[src/lcdPkg.sv]
// shared LCD write path types assume a 240x320 ILI9341-class panel and a write-only SPI link
`default_nettype none

package lcdPkg;

	localparam int X_W = 8;	// column coordinate width
	localparam int Y_W = 9;	// page coordinate width
	localparam int PIXEL_COUNT_W = 17;	// 240*320 = 76800 fits

	// controller opcodes used by a rectangle fill
	localparam logic [7:0] CMD_CASET = 8'h2A;	// column address set
	localparam logic [7:0] CMD_PASET = 8'h2B;	// page address set
	localparam logic [7:0] CMD_RAMWR = 8'h2C;	// memory write, pixels follow

	// what the SPI writer does with one FIFO entry
	typedef enum logic [1:0] {
		XFER_BYTE = 2'd0,	// 8 bits, command or data
		XFER_PIXEL = 2'd1,	// 16 bits, always data
		XFER_RELEASE = 2'd2	// raise CSX, nothing shifted
	} xferKind;

	typedef struct packed {
		logic dcx;	// 0 command, 1 data
		logic [6:0] pad;	// keeps the byte in the low half
		logic [7:0] data;
	} cmdByte;

	// one 16-bit word, read per entry kind
	typedef union packed {
		cmdByte cmd;	// byte entries
		logic [15:0] pixel;	// pixel entries, RGB565
	} xferPayload;

	// FIFO word
	typedef struct packed {
		xferKind kind;
		xferPayload payload;
	} xferEntry;

	// inclusive rectangle
	typedef struct packed {
		logic [X_W-1:0] x0;
		logic [X_W-1:0] x1;
		logic [Y_W-1:0] y0;
		logic [Y_W-1:0] y1;
		logic [15:0] color;
	} fillReq;

	// single byte or chip-select release
	typedef struct packed {
		logic [7:0] data;
		logic dcx;	// 0 command, 1 data
		logic csRelease;	// set means release only, data ignored
	} rawReq;

endpackage

`default_nettype wire
[src/lcdSubsystem.sv]
// strobes arriving while busy are dropped; FIFO_DEPTH must be a power of two
`default_nettype none

module lcdSubsystem import lcdPkg::*; #(
	parameter int FIFO_DEPTH = 8	// transfer entries buffered
) (
	input wire logic clk,
	input wire logic rstN,
	input wire logic fillStart,	// one-cycle strobe
	input wire fillReq fill,
	input wire logic rawStart,	// one-cycle strobe
	input wire rawReq raw,
	output logic busy,	// level, low once the panel has seen everything
	output logic CSX,
	output logic DCX,
	output logic SCK,
	output logic SDO
);

	logic push;
	logic pop;
	logic full;
	logic empty;
	logic seqActive;
	logic wrIdle;
	xferEntry pushData;
	xferEntry popData;

	// busy until producer, buffer and consumer have all drained
	assign busy = seqActive || !empty || !wrIdle;

	lcdFillSequencer i_seq (
		.clk(clk),
		.rstN(rstN),
		.fillStart(fillStart && !busy),	// requests only while fully idle
		.fill(fill),
		.rawStart(rawStart && !busy),
		.raw(raw),
		.full(full),
		.push(push),
		.pushData(pushData),
		.active(seqActive)
	);

	lcdXferFifo #(
		.DEPTH(FIFO_DEPTH)
	) i_fifo (
		.clk(clk),
		.rstN(rstN),
		.push(push),
		.pushData(pushData),
		.pop(pop),
		.popData(popData),
		.full(full),
		.empty(empty)
	);

	lcdSpiWriter i_spi (
		.clk(clk),
		.rstN(rstN),
		.empty(empty),
		.popData(popData),
		.pop(pop),
		.idle(wrIdle),
		.CSX(CSX),
		.DCX(DCX),
		.SCK(SCK),
		.SDO(SDO)
	);

endmodule

`default_nettype wire

[src/lcdSpiWriter.sv]
// SCK runs at clk/2 MSB first with write only and no MISO; a release keeps DCX and raises CSX
`default_nettype none

module lcdSpiWriter import lcdPkg::*; (
	input wire logic clk,
	input wire logic rstN,
	input wire logic empty,	// FIFO has no entry
	input wire xferEntry popData,	// head entry, taken on pop
	output logic pop,
	output logic idle,	// nothing in flight
	output logic CSX,	// chip select, active low
	output logic DCX,	// 0 command, 1 data
	output logic SCK,
	output logic SDO
);

	logic shiftActive;	// shifting a byte or pixel
	logic relCycle;	// one cycle for a release
	logic wordMode;	// 16-bit pixel in flight
	logic [4:0] cnt;	// cycle within the entry
	logic [4:0] cntEnd;
	logic [15:0] shiftQ;	// msb drives SDO
	logic csxQ;
	logic dcxQ;
	logic isPixel;
	logic isRelease;
	xferPayload headPayload;

	assign headPayload = popData.payload;
	assign isPixel = (popData.kind == XFER_PIXEL);
	assign isRelease = (popData.kind == XFER_RELEASE);

	assign idle = !shiftActive && !relCycle;
	assign pop = idle && !empty;	// pop cycle doubles as the gap between entries

	assign cntEnd = wordMode ? 5'd31 : 5'd15;	// 16 or 8 SCK pulses

	always_ff @(posedge clk or negedge rstN) begin
		if (!rstN) begin
			shiftActive <= 1'b0;
			relCycle <= 1'b0;
			wordMode <= 1'b0;
			cnt <= '0;
			csxQ <= 1'b1;	// deselected out of reset
			dcxQ <= 1'b0;
		end else begin
			relCycle <= 1'b0;
			if (pop) begin
				cnt <= '0;
				if (isRelease) begin
					relCycle <= 1'b1;
					csxQ <= 1'b1;	// DCX left as is and no bits shifted
				end else begin
					shiftActive <= 1'b1;
					wordMode <= isPixel;
					csxQ <= 1'b0;	// stays low until a release
					dcxQ <= isPixel ? 1'b1 : headPayload.cmd.dcx;
				end
			end else if (shiftActive) begin
				if (cnt == cntEnd) shiftActive <= 1'b0;
				else cnt <= cnt + 5'd1;
			end
		end
	end

	// shift after each SCK high phase so SDO moves while SCK is low
	always_ff @(posedge clk) begin
		if (pop) begin
			if (isPixel) shiftQ <= headPayload.pixel;
			else shiftQ <= {headPayload.cmd.data, 8'h00};	// byte left aligned
		end else if (shiftActive && cnt[0]) begin
			shiftQ <= {shiftQ[14:0], 1'b0};
		end
	end

	assign SCK = shiftActive && cnt[0];	// high on odd cycles
	assign SDO = shiftActive && shiftQ[15];
	assign CSX = csxQ;
	assign DCX = dcxQ;

	// clock only inside a shift window, never during a release
	assert property (@(posedge clk) disable iff (!rstN) SCK |-> !relCycle && (cnt <= cntEnd));

	// panel must be selected whenever it is clocked
	assert property (@(posedge clk) disable iff (!rstN) SCK |-> !CSX);

endmodule

`default_nettype wire

[src/lcdXferFifo.sv]
// DEPTH must be a power of two; popData is the head entry and is valid only while empty is low
`default_nettype none

module lcdXferFifo import lcdPkg::*; #(
	parameter int DEPTH = 8	// power of two
) (
	input wire logic clk,
	input wire logic rstN,
	input wire logic push,	// write strobe, ignored when full
	input wire xferEntry pushData,
	input wire logic pop,	// read strobe, ignored when empty
	output xferEntry popData,
	output logic full,
	output logic empty
);

	localparam int AW = $clog2(DEPTH);

	xferEntry mem [DEPTH];	// entry storage
	logic [AW:0] wrPtr;	// extra msb tells full from empty
	logic [AW:0] rdPtr;
	logic doPush;
	logic doPop;

	assign doPush = push && !full;
	assign doPop = pop && !empty;

	// equal pointers mean empty, wrapped by one lap means full
	assign empty = (wrPtr == rdPtr);
	assign full = (wrPtr[AW] != rdPtr[AW]) && (wrPtr[AW-1:0] == rdPtr[AW-1:0]);

	assign popData = mem[rdPtr[AW-1:0]];	// show-ahead

	always_ff @(posedge clk or negedge rstN) begin
		if (!rstN) begin
			wrPtr <= '0;
			rdPtr <= '0;
		end else begin
			if (doPush) wrPtr <= wrPtr + (AW+1)'(1);
			if (doPop) rdPtr <= rdPtr + (AW+1)'(1);
		end
	end

	always_ff @(posedge clk) begin
		if (doPush) mem[wrPtr[AW-1:0]] <= pushData;
	end

	// producer must honour full
	assert property (@(posedge clk) disable iff (!rstN) push |-> !full);

	// consumer must honour empty
	assert property (@(posedge clk) disable iff (!rstN) pop |-> !empty);

endmodule

`default_nettype wire

[src/lcdFillSequencer.sv]
// requests are taken only while idle and fill wins a tie; rectangles are neither clipped nor reordered
`default_nettype none

module lcdFillSequencer import lcdPkg::*; (
	input wire logic clk,
	input wire logic rstN,
	input wire logic fillStart,	// one-cycle strobe
	input wire fillReq fill,
	input wire logic rawStart,	// one-cycle strobe
	input wire rawReq raw,
	input wire logic full,	// FIFO back-pressure
	output logic push,
	output xferEntry pushData,
	output logic active	// entries still to push
);

	typedef enum logic [2:0] {
		S_IDLE,
		S_HEADER,	// CASET, PASET, RAMWR and their address bytes
		S_PIXELS,
		S_RELEASE,
		S_RAW
	} seqState;

	localparam logic [3:0] HDR_LAST = 4'd10;	// 11 header entries

	seqState state;
	logic [3:0] hdrIdx;
	logic [PIXEL_COUNT_W-1:0] pixLeft;
	logic [PIXEL_COUNT_W-1:0] xSpan;
	logic [PIXEL_COUNT_W-1:0] ySpan;
	fillReq fillQ;
	rawReq rawQ;
	logic acceptFill;
	logic acceptRaw;
	logic [7:0] hdrByte;
	logic hdrDcx;

	assign acceptFill = fillStart && (state == S_IDLE);
	assign acceptRaw = rawStart && !fillStart && (state == S_IDLE);	// fill wins

	// spans from the live request, product taken once on acceptance
	assign xSpan = PIXEL_COUNT_W'(fill.x1) - PIXEL_COUNT_W'(fill.x0) + PIXEL_COUNT_W'(1);
	assign ySpan = PIXEL_COUNT_W'(fill.y1) - PIXEL_COUNT_W'(fill.y0) + PIXEL_COUNT_W'(1);

	assign active = (state != S_IDLE);
	assign push = active && !full;	// hold while full

	// header byte selection, addresses big-endian
	always_comb begin
		hdrDcx = 1'b1;
		case (hdrIdx)
			4'd0: begin
				hdrByte = CMD_CASET;
				hdrDcx = 1'b0;
			end
			4'd1: hdrByte = 8'h00;	// x0 high, panel is narrower than 256
			4'd2: hdrByte = fillQ.x0;
			4'd3: hdrByte = 8'h00;
			4'd4: hdrByte = fillQ.x1;
			4'd5: begin
				hdrByte = CMD_PASET;
				hdrDcx = 1'b0;
			end
			4'd6: hdrByte = 8'(fillQ.y0 >> 8);
			4'd7: hdrByte = fillQ.y0[7:0];
			4'd8: hdrByte = 8'(fillQ.y1 >> 8);
			4'd9: hdrByte = fillQ.y1[7:0];
			default: begin
				hdrByte = CMD_RAMWR;	// last header entry
				hdrDcx = 1'b0;
			end
		endcase
	end

	always_comb begin
		pushData = '0;
		case (state)
			S_HEADER: begin
				pushData.kind = XFER_BYTE;
				pushData.payload.cmd.dcx = hdrDcx;
				pushData.payload.cmd.data = hdrByte;
			end
			S_PIXELS: begin
				pushData.kind = XFER_PIXEL;
				pushData.payload.pixel = fillQ.color;
			end
			S_RELEASE: pushData.kind = XFER_RELEASE;
			S_RAW: begin
				pushData.kind = rawQ.csRelease ? XFER_RELEASE : XFER_BYTE;
				pushData.payload.cmd.dcx = rawQ.dcx;
				pushData.payload.cmd.data = rawQ.data;
			end
			default: pushData = '0;
		endcase
	end

	always_ff @(posedge clk or negedge rstN) begin
		if (!rstN) begin
			state <= S_IDLE;
			hdrIdx <= '0;
			pixLeft <= '0;
		end else begin
			case (state)
				S_IDLE: begin
					if (acceptFill) begin
						state <= S_HEADER;
						hdrIdx <= '0;
						pixLeft <= xSpan * ySpan;	// never zero for a legal rectangle
					end else if (acceptRaw) begin
						state <= S_RAW;
					end
				end
				S_HEADER: if (push) begin
					if (hdrIdx == HDR_LAST) state <= S_PIXELS;
					else hdrIdx <= hdrIdx + 4'd1;
				end
				S_PIXELS: if (push) begin
					if (pixLeft == PIXEL_COUNT_W'(1)) state <= S_RELEASE;
					pixLeft <= pixLeft - PIXEL_COUNT_W'(1);
				end
				S_RELEASE, S_RAW: if (push) state <= S_IDLE;	// single entry
				default: state <= S_IDLE;
			endcase
		end
	end

	// request copies, held for the whole sequence
	always_ff @(posedge clk) begin
		if (acceptFill) fillQ <= fill;
		if (acceptRaw) rawQ <= raw;
	end

	// pixel count is only valid for an ordered rectangle
	assert property (@(posedge clk) disable iff (!rstN)
		acceptFill |-> (fill.x0 <= fill.x1) && (fill.y0 <= fill.y1));

endmodule

`default_nettype wire

[config.mk]
export PLATFORM = sky130hd
export DESIGN_NAME = lcdSubsystem
export DESIGN_NICKNAME = d
export VERILOG_FILES = /design/src/lcdPkg.sv /design/src/lcdSubsystem.sv /design/src/lcdSpiWriter.sv /design/src/lcdXferFifo.sv /design/src/lcdFillSequencer.sv
export SDC_FILE = /design/constraint.sdc
export NUM_CORES = 1
export LEC_CHECK = 0
export ABC_AREA = 0
export BUFFER_PORTS_ARGS = -buffer_cell sky130_fd_sc_hd__buf_2
export CORE_ASPECT_RATIO = 1.25
export CORE_MARGIN = 4
export CORE_UTILIZATION = 65
export DETAILED_ROUTE_END_ITERATION = 8
export PLACE_DENSITY = 0.8
export SETUP_SLACK_MARGIN = 0.05
export SLEW_MARGIN = 25
export SYNTH_ARGS = -nofsm -noshare
export SYNTH_HDL_FRONTEND = slang
export SYNTH_SLANG_ARGS = --single-unit
[constraint.sdc]
create_clock -name clk -period 5.5 [get_ports clk]
set_input_delay 0.825 -clock clk [delete_from_list [all_inputs] [get_ports clk]]
set_output_delay 0.825 -clock clk [all_outputs]
set_load 0.03 [all_outputs]
==> results of run 1 <==
-- flip-flops by register name, summed over array words and instances (netlist names) --
register	flops
i_fifo.mem	144
i_seq.pixLeft	17
i_spi.wordMode	1
i_seq.rawQ	10
i_fifo.wrPtr	4
i_seq.hdrIdx	4
i_spi.cnt	5
i_spi.CSX	1
i_seq.fillQ	50
i_fifo.rdPtr	4
i_spi.DCX	1
i_spi.relCycle	1
i_spi.shiftActive	1
i_spi.shiftQ	16
i_seq.state	3
-- synthesized netlist by cell type (all sizes together), types with 7 or more instances --
cell | number | area, sq um
a21oi | 36 | 180
or2 | 7 | 43.8
ha | 81 | 1010
o21ai | 46 | 230
nor2 | 80 | 300
dfrtp | 41 | 1030
mux2 | 11 | 124
buf | 11 | 47.6
clkbuf | 37 | 139
nor3 | 17 | 85.1
a22oi | 12 | 90.1
xnor2 | 55 | 512
nand3 | 10 | 50.1
nand2 | 135 | 507
a21o | 10 | 75.1
fa | 96 | 1920
o31ai | 11 | 82.6
mux4 | 36 | 811
o22ai | 14 | 87.6
a22o | 9 | 78.8
xor2 | 23 | 201
edfxtp | 220 | 6610
nand2b | 13 | 81.3
nor2b | 21 | 139
and3 | 14 | 87.6
mux2i | 12 | 120
and2 | 25 | 156
inv | 193 | 724
-- worst max-delay path by stage --
stage	from	to
6_report	fill[34]	i_seq.pixLeft[14]$_DFFE_PN0P_
5_1_grt	fill[16]	i_seq.pixLeft[14]$_DFFE_PN0P_
4_1_cts	fill[16]	i_seq.pixLeft[16]$_DFFE_PN0P_
3_5_place_dp	fill[16]	i_seq.pixLeft[16]$_DFFE_PN0P_
3_3_place_gp	fill[16]	i_seq.pixLeft[16]$_DFFE_PN0P_
2_1_floorplan	fill[34]	i_seq.pixLeft[16]$_DFFE_PN0P_
-- cell type report --
type / instances / area [sq um] / area share [%]
multi-input cells: 860 / 8530 / 42.5
inverters: 194 / 751 / 3.74
well taps: 330 / 413 / 2.06
clock inverters: 14 / 169 / 0.842
clock buffers: 30 / 623 / 3.11
repair buffers: 263 / 1910 / 9.54
flip-flops and latches: 262 / 7660 / 38.2
-- worst max-delay path: cells and delay by family --
kind	cells	cell delay, ps
adder cells (fa/ha/maj)	9	3380
AND/OR/NAND/NOR	6	530
XOR/XNOR	3	660
buffers and inverters	9	900
AO/OA/AOI/OAI	6	1330
-- layout by cell type (no fill, tap or decap), types with 7 or more instances in the layout --
cell type / instances
edfxtp_1: 220
buf_4: 178
inv_1: 162
nand2_1: 125
fa_1: 81
nor2_1: 72
buf_2: 64
ha_1: 61
dfrtp_1: 40
xnor2_1: 38
mux4_2: 36
o21ai_0: 34
a21oi_1: 29
inv_2: 28
clkbuf_16: 24
and2_1: 20
xor2_1: 19
ha_4: 19
buf_6: 18
nor2b_1: 16
nor3_1: 15
fa_2: 15
xnor2_2: 13
o22ai_1: 13
mux2i_1: 12
nand2b_1: 12
a22oi_1: 12
mux2_2: 11
o31ai_1: 11
and3_1: 11
a21o_1: 10
o21ai_1: 9
nand2_2: 9
a22o_1: 9
clkinv_1: 7
nor2_2: 7
-- kinds of logic (layout without fill, tap and decap cells) --
group / Yosys count / in the layout / share of synthesized area, %
AO/OA/AOI/OAI: 192 / 192 / 7.90
XOR/XNOR: 84 / 84 / 5.19
adder cells (fa/ha/maj): 177 / 177 / 18.0
buffers and inverters: 242 / 501 / 5.60
flip-flops: 262 / 262 / 46.9
multiplexers: 59 / 59 / 6.45
AND/OR/NAND/NOR: 348 / 348 / 10.0
-- per-layer routing --
layer | global-route usage, % | up-vias | share of wire, %
li1 | - | 5201 | -
met1 | 36.0 | 5860 | 33
met2 | 60.2 | 641 | 54
met3 | 2.96 | 176 | 6.3
met4 | 18.4 | 0 | 6.7
met5 | 0 | - | 0
-- what timing repair did --
action	in CTS	in global routing
buffers inserted	21	6
hold buffers	0	0
pin swaps	101	26
endpoints found under the setup margin	12	12
resized for setup	81	36
-- stage by stage --
stage | utilization (%) | instance area, sq um
3_5_place_dp | 75.8 | 18600
3_3_place_gp | 75.8 | 18600
6_report | 81.6 | 20100
5_1_grt | 81.6 | 20100
2_1_floorplan | - | 16800
4_1_cts | 81.0 | 19900
==> impl_metrics.toml, run 1 <==
[final_layout]
nNetsFinal = 1846
nFillCells = 1306
n_antenna_cell = 0
drive_gt1_share_pct = 30.9
fin_cells = 1953
area_growth_pct = 22.8

[critical_path]
setup.worst_path.class = "in2reg"
ff2ff_setup_slack_ps = 1850
r2r_cells = 6
rr_endpoint = "i_spi.shiftQ[8]$_DFFE_PP_"
cpMostUsedCell = "fa_1"
max_stage_delay_ps = 550
r2r-start = "i_fifo.rdPtr[0]$_DFFE_PN0P_"
worst_ep_arrival_time_ps = 7620
critPathRequiredTime_ps = 5900
crit_slowest_cell = "fa_1"
start_kind = "input pin"
cp_max_fo = 4
cp-end-kind = "flop"

[timing]
period_share_pct = 131
rsz0062_at_grt = "true"
worstMarginPinSlew_ps = 994
fmax_mhz = 139
finalCriticalPeriod_ps = 7210
worst_clock_skew_ps = 25.4
setup_violations = 10
slew_headroom_pct = 33.8
tns_ps = -11310
whs_ps = 301
hold_viol = 0
setup_ws_ps = -1710
drv_slew = 0

[routing]
drtAntennaViolNets = 0
initialDrtViolationCount = 871
wirelength_mm = 43.9
drc = 0
avgViaCountPerCell = 6.08
dr.pass1.iters = 7
wl_per_cell_um = 22.5
dr_total_vias = 11900

[logic_synthesis]
synth_ff_type = "edfxtp_1"
ys_types = 71
synth_nets = 1605
yosysWarnings = 0
synthArstFlopShare_pct = 16.0
synth-edff-count = 220
yosysSeqAreaShare_pct = 46.9
synth_area_sq_um = 16300
synth-seq-cells = 262
synthCells = 1364
postSynthAreaPerCell_sq_um = 12.0

[floorplan]
start_util_pct = 66.5
die_width_um = 150
pin_count = 69
fp.dieH_um = 185
fp-row-count = 64
dieArea_sq_um = 27800
core_area_sq_um = 24600

[outcome]
violations = "negative setup slack"
run_status = "finished with violations"

[clocking]
h-tree-depth = 1
cts_inserted_buffers = 24
cts_tree = "built"
cts_sinks = 262
root_buffer = "clkbuf_16"
clkTransAtPathRegs_ps = 70
clockBufferDepth = 3
insertion_delay_ps = 540

[grt]
grt_use_total_pct = 32.3
gr-total-overflow = 0
grt_pass1_wl_mm = 68.4
grt_pass1_vias = 12800
antenna_found_initial = 0
grt_max_degree = 44

[job]
maxCapViolations = 0

[placed_design]
dp.cells = 1887
io_buffers = 68
globalplace.congestion = 0.953
dpl.hpwl_mm = 29.8
post-place-ws_ps = -2590

[min_path]
min_path_type = "in2async"
Power of run 1 is not shown: default switching activity piles up to over one toggle a cycle in this logic, so the estimate is an artifact.
==> run 2: changes to the inputs <==
Settings changed: SKIP_LAST_GASP set to 1.
==> impl_metrics.toml, run 2 (synthesis gave the netlist of run 1 again) <==
[outcome]
run_status = "finished with violations"
violations = "negative setup slack"

[timing]
period_share_pct = 130
hold_viol = 0
slew_headroom_pct = 30.1
setup_violations = 10
setup_ws_ps = -1660
finalCriticalPeriod_ps = 7160
fmax_mhz = 140
drv_slew = 0
rsz0062_at_grt = "true"
worst_clock_skew_ps = 19.3
tns_ps = -11190
worstMarginPinSlew_ps = 1040

[final_layout]
multiInputGateArea_sq_um = 8570
largest_register_ffs = 144
final_common_cell = "edfxtp_1"
nFillCells = 1308
ff_latch_area_sq_um = 7660
drive_gt1_share_pct = 31.2
mostFrequentLayoutCells = "220 x edfxtp_1, 182 x buf_4, 162 x inv_1"
nNetsFinal = 1848
area_growth_pct = 23.1
n_antenna_cell = 0

[floorplan]
fp-row-count = 64
fp.dieH_um = 185
dieArea_sq_um = 27800
pin_count = 69
die_width_um = 150
start_util_pct = 66.5
core_area_sq_um = 24600

[critical_path]
cp.buffers_inverters = 7
critPathRequiredTime_ps = 5940
cp-end-kind = "flop"
cp_max_fo = 4
worst_ep_arrival_time_ps = 7600
crit_slowest_cell = "fa_1"
start_kind = "input pin"
cpMostUsedCell = "fa_1"
setup.worst_path.class = "in2reg"
max_stage_delay_ps = 550
path_delay_family = "adder cells"

[routing]
wl_per_cell_um = 24.0
initialDrtViolationCount = 875
drc = 0
drtAntennaViolNets = 0
avgViaCountPerCell = 6.15
dr.pass1.iters = 5
wirelength_mm = 47.0
dr_total_vias = 12000

[placed_design]
globalplace.congestion = 0.953
io_buffers = 68
dpl.hpwl_mm = 29.8

[clocking]
cts_inserted_buffers = 24
cts_sinks = 262
clkTransAtPathRegs_ps = 70
insertion_delay_ps = 540
clockBufferDepth = 3
h-tree-depth = 1
root_buffer = "clkbuf_16"
cts_tree = "built"
ctsHoldBuffers = 0

[min_path]
min_path_type = "in2async"

[grt]
grt_use_total_pct = 34.4
antenna_found_initial = 1
gr-total-overflow = 0
grt_max_degree = 44
grt_pass1_wl_mm = 71.6
grt_pass1_vias = 12900

[job]
maxCapViolations = 0
run 2: cell type report:
type,instances,share of cell area (%)
multi-input cells,860,42.6
flip-flops and latches,262,38.1
repair buffers,265,9.62
inverters,194,3.73
clock buffers,30,3.10
well taps,330,2.05
clock inverters,14,0.840
run 2: worst register-to-register path, stage by stage (launching register included):
cell	delay [ps]
dfrtp_2	570
buf_4	610
mux4_2	650
mux2_2	290
nand2_1	670
o21ai_0	380
o21ai_0	310
run 2: path summary, 6_finish.rpt:
kind | cells after the start | slack (ps) | start | to
max | 31 | -1660 | fill[34] | i_seq.pixLeft[16]$_DFFE_PN0P_
min | 1 | 300 | rstN | i_seq.hdrIdx[2]$_DFFE_PN0P_
max reg2reg | 6 | 1840 | i_fifo.rdPtr[0]$_DFFE_PN0P_ | i_spi.shiftQ[8]$_DFFE_PP_
min reg2reg | 1 | 470 | i_spi.DCX$_DFFE_PN0P_ | i_spi.DCX$_DFFE_PN0P_
max in group asynchronous | 1 | 4700 | rstN | i_fifo.rdPtr[0]$_DFFE_PN0P_
min in group clk | 1 | 460 | fill[1] | i_seq.fillQ[1]$_DFFE_PP_
run 2: routing by layer:
| metal | vias to the layer above | part of all wire (%) | track usage, % |
|---|---|---|---|
| met5 | - | 0.028 | 0 |
| met4 | 2 | 9.6 | 26.2 |
| met3 | 221 | 6.9 | 4.38 |
| met2 | 697 | 52 | 61.4 |
| met1 | 5902 | 32 | 36.9 |
| li1 | 5203 | - | - |
run 2: timing repair:
item	4_1_cts	5_1_grt
gates resized for setup	71	41
gates cloned	0	1
buffers inserted	21	5
endpoints found under the setup margin	12	12
pin swaps	101	28
run 2: per-stage QoR:
stage	instances	utilization (%)	area, sq um	hold WS [ps]	setup WS (ps)
after floorplan	1364	-	16800	461	-2060
after global placement	1887	75.8	18600	455	-2400
after detailed placement	1887	75.8	18600	460	-2590
after CTS	1950	80.8	19900	311	-1620
after global routing	1955	81.8	20100	323	-1930
final	1955	81.8	20100	297	-1660
Power of run 2 is left out for the same reason.
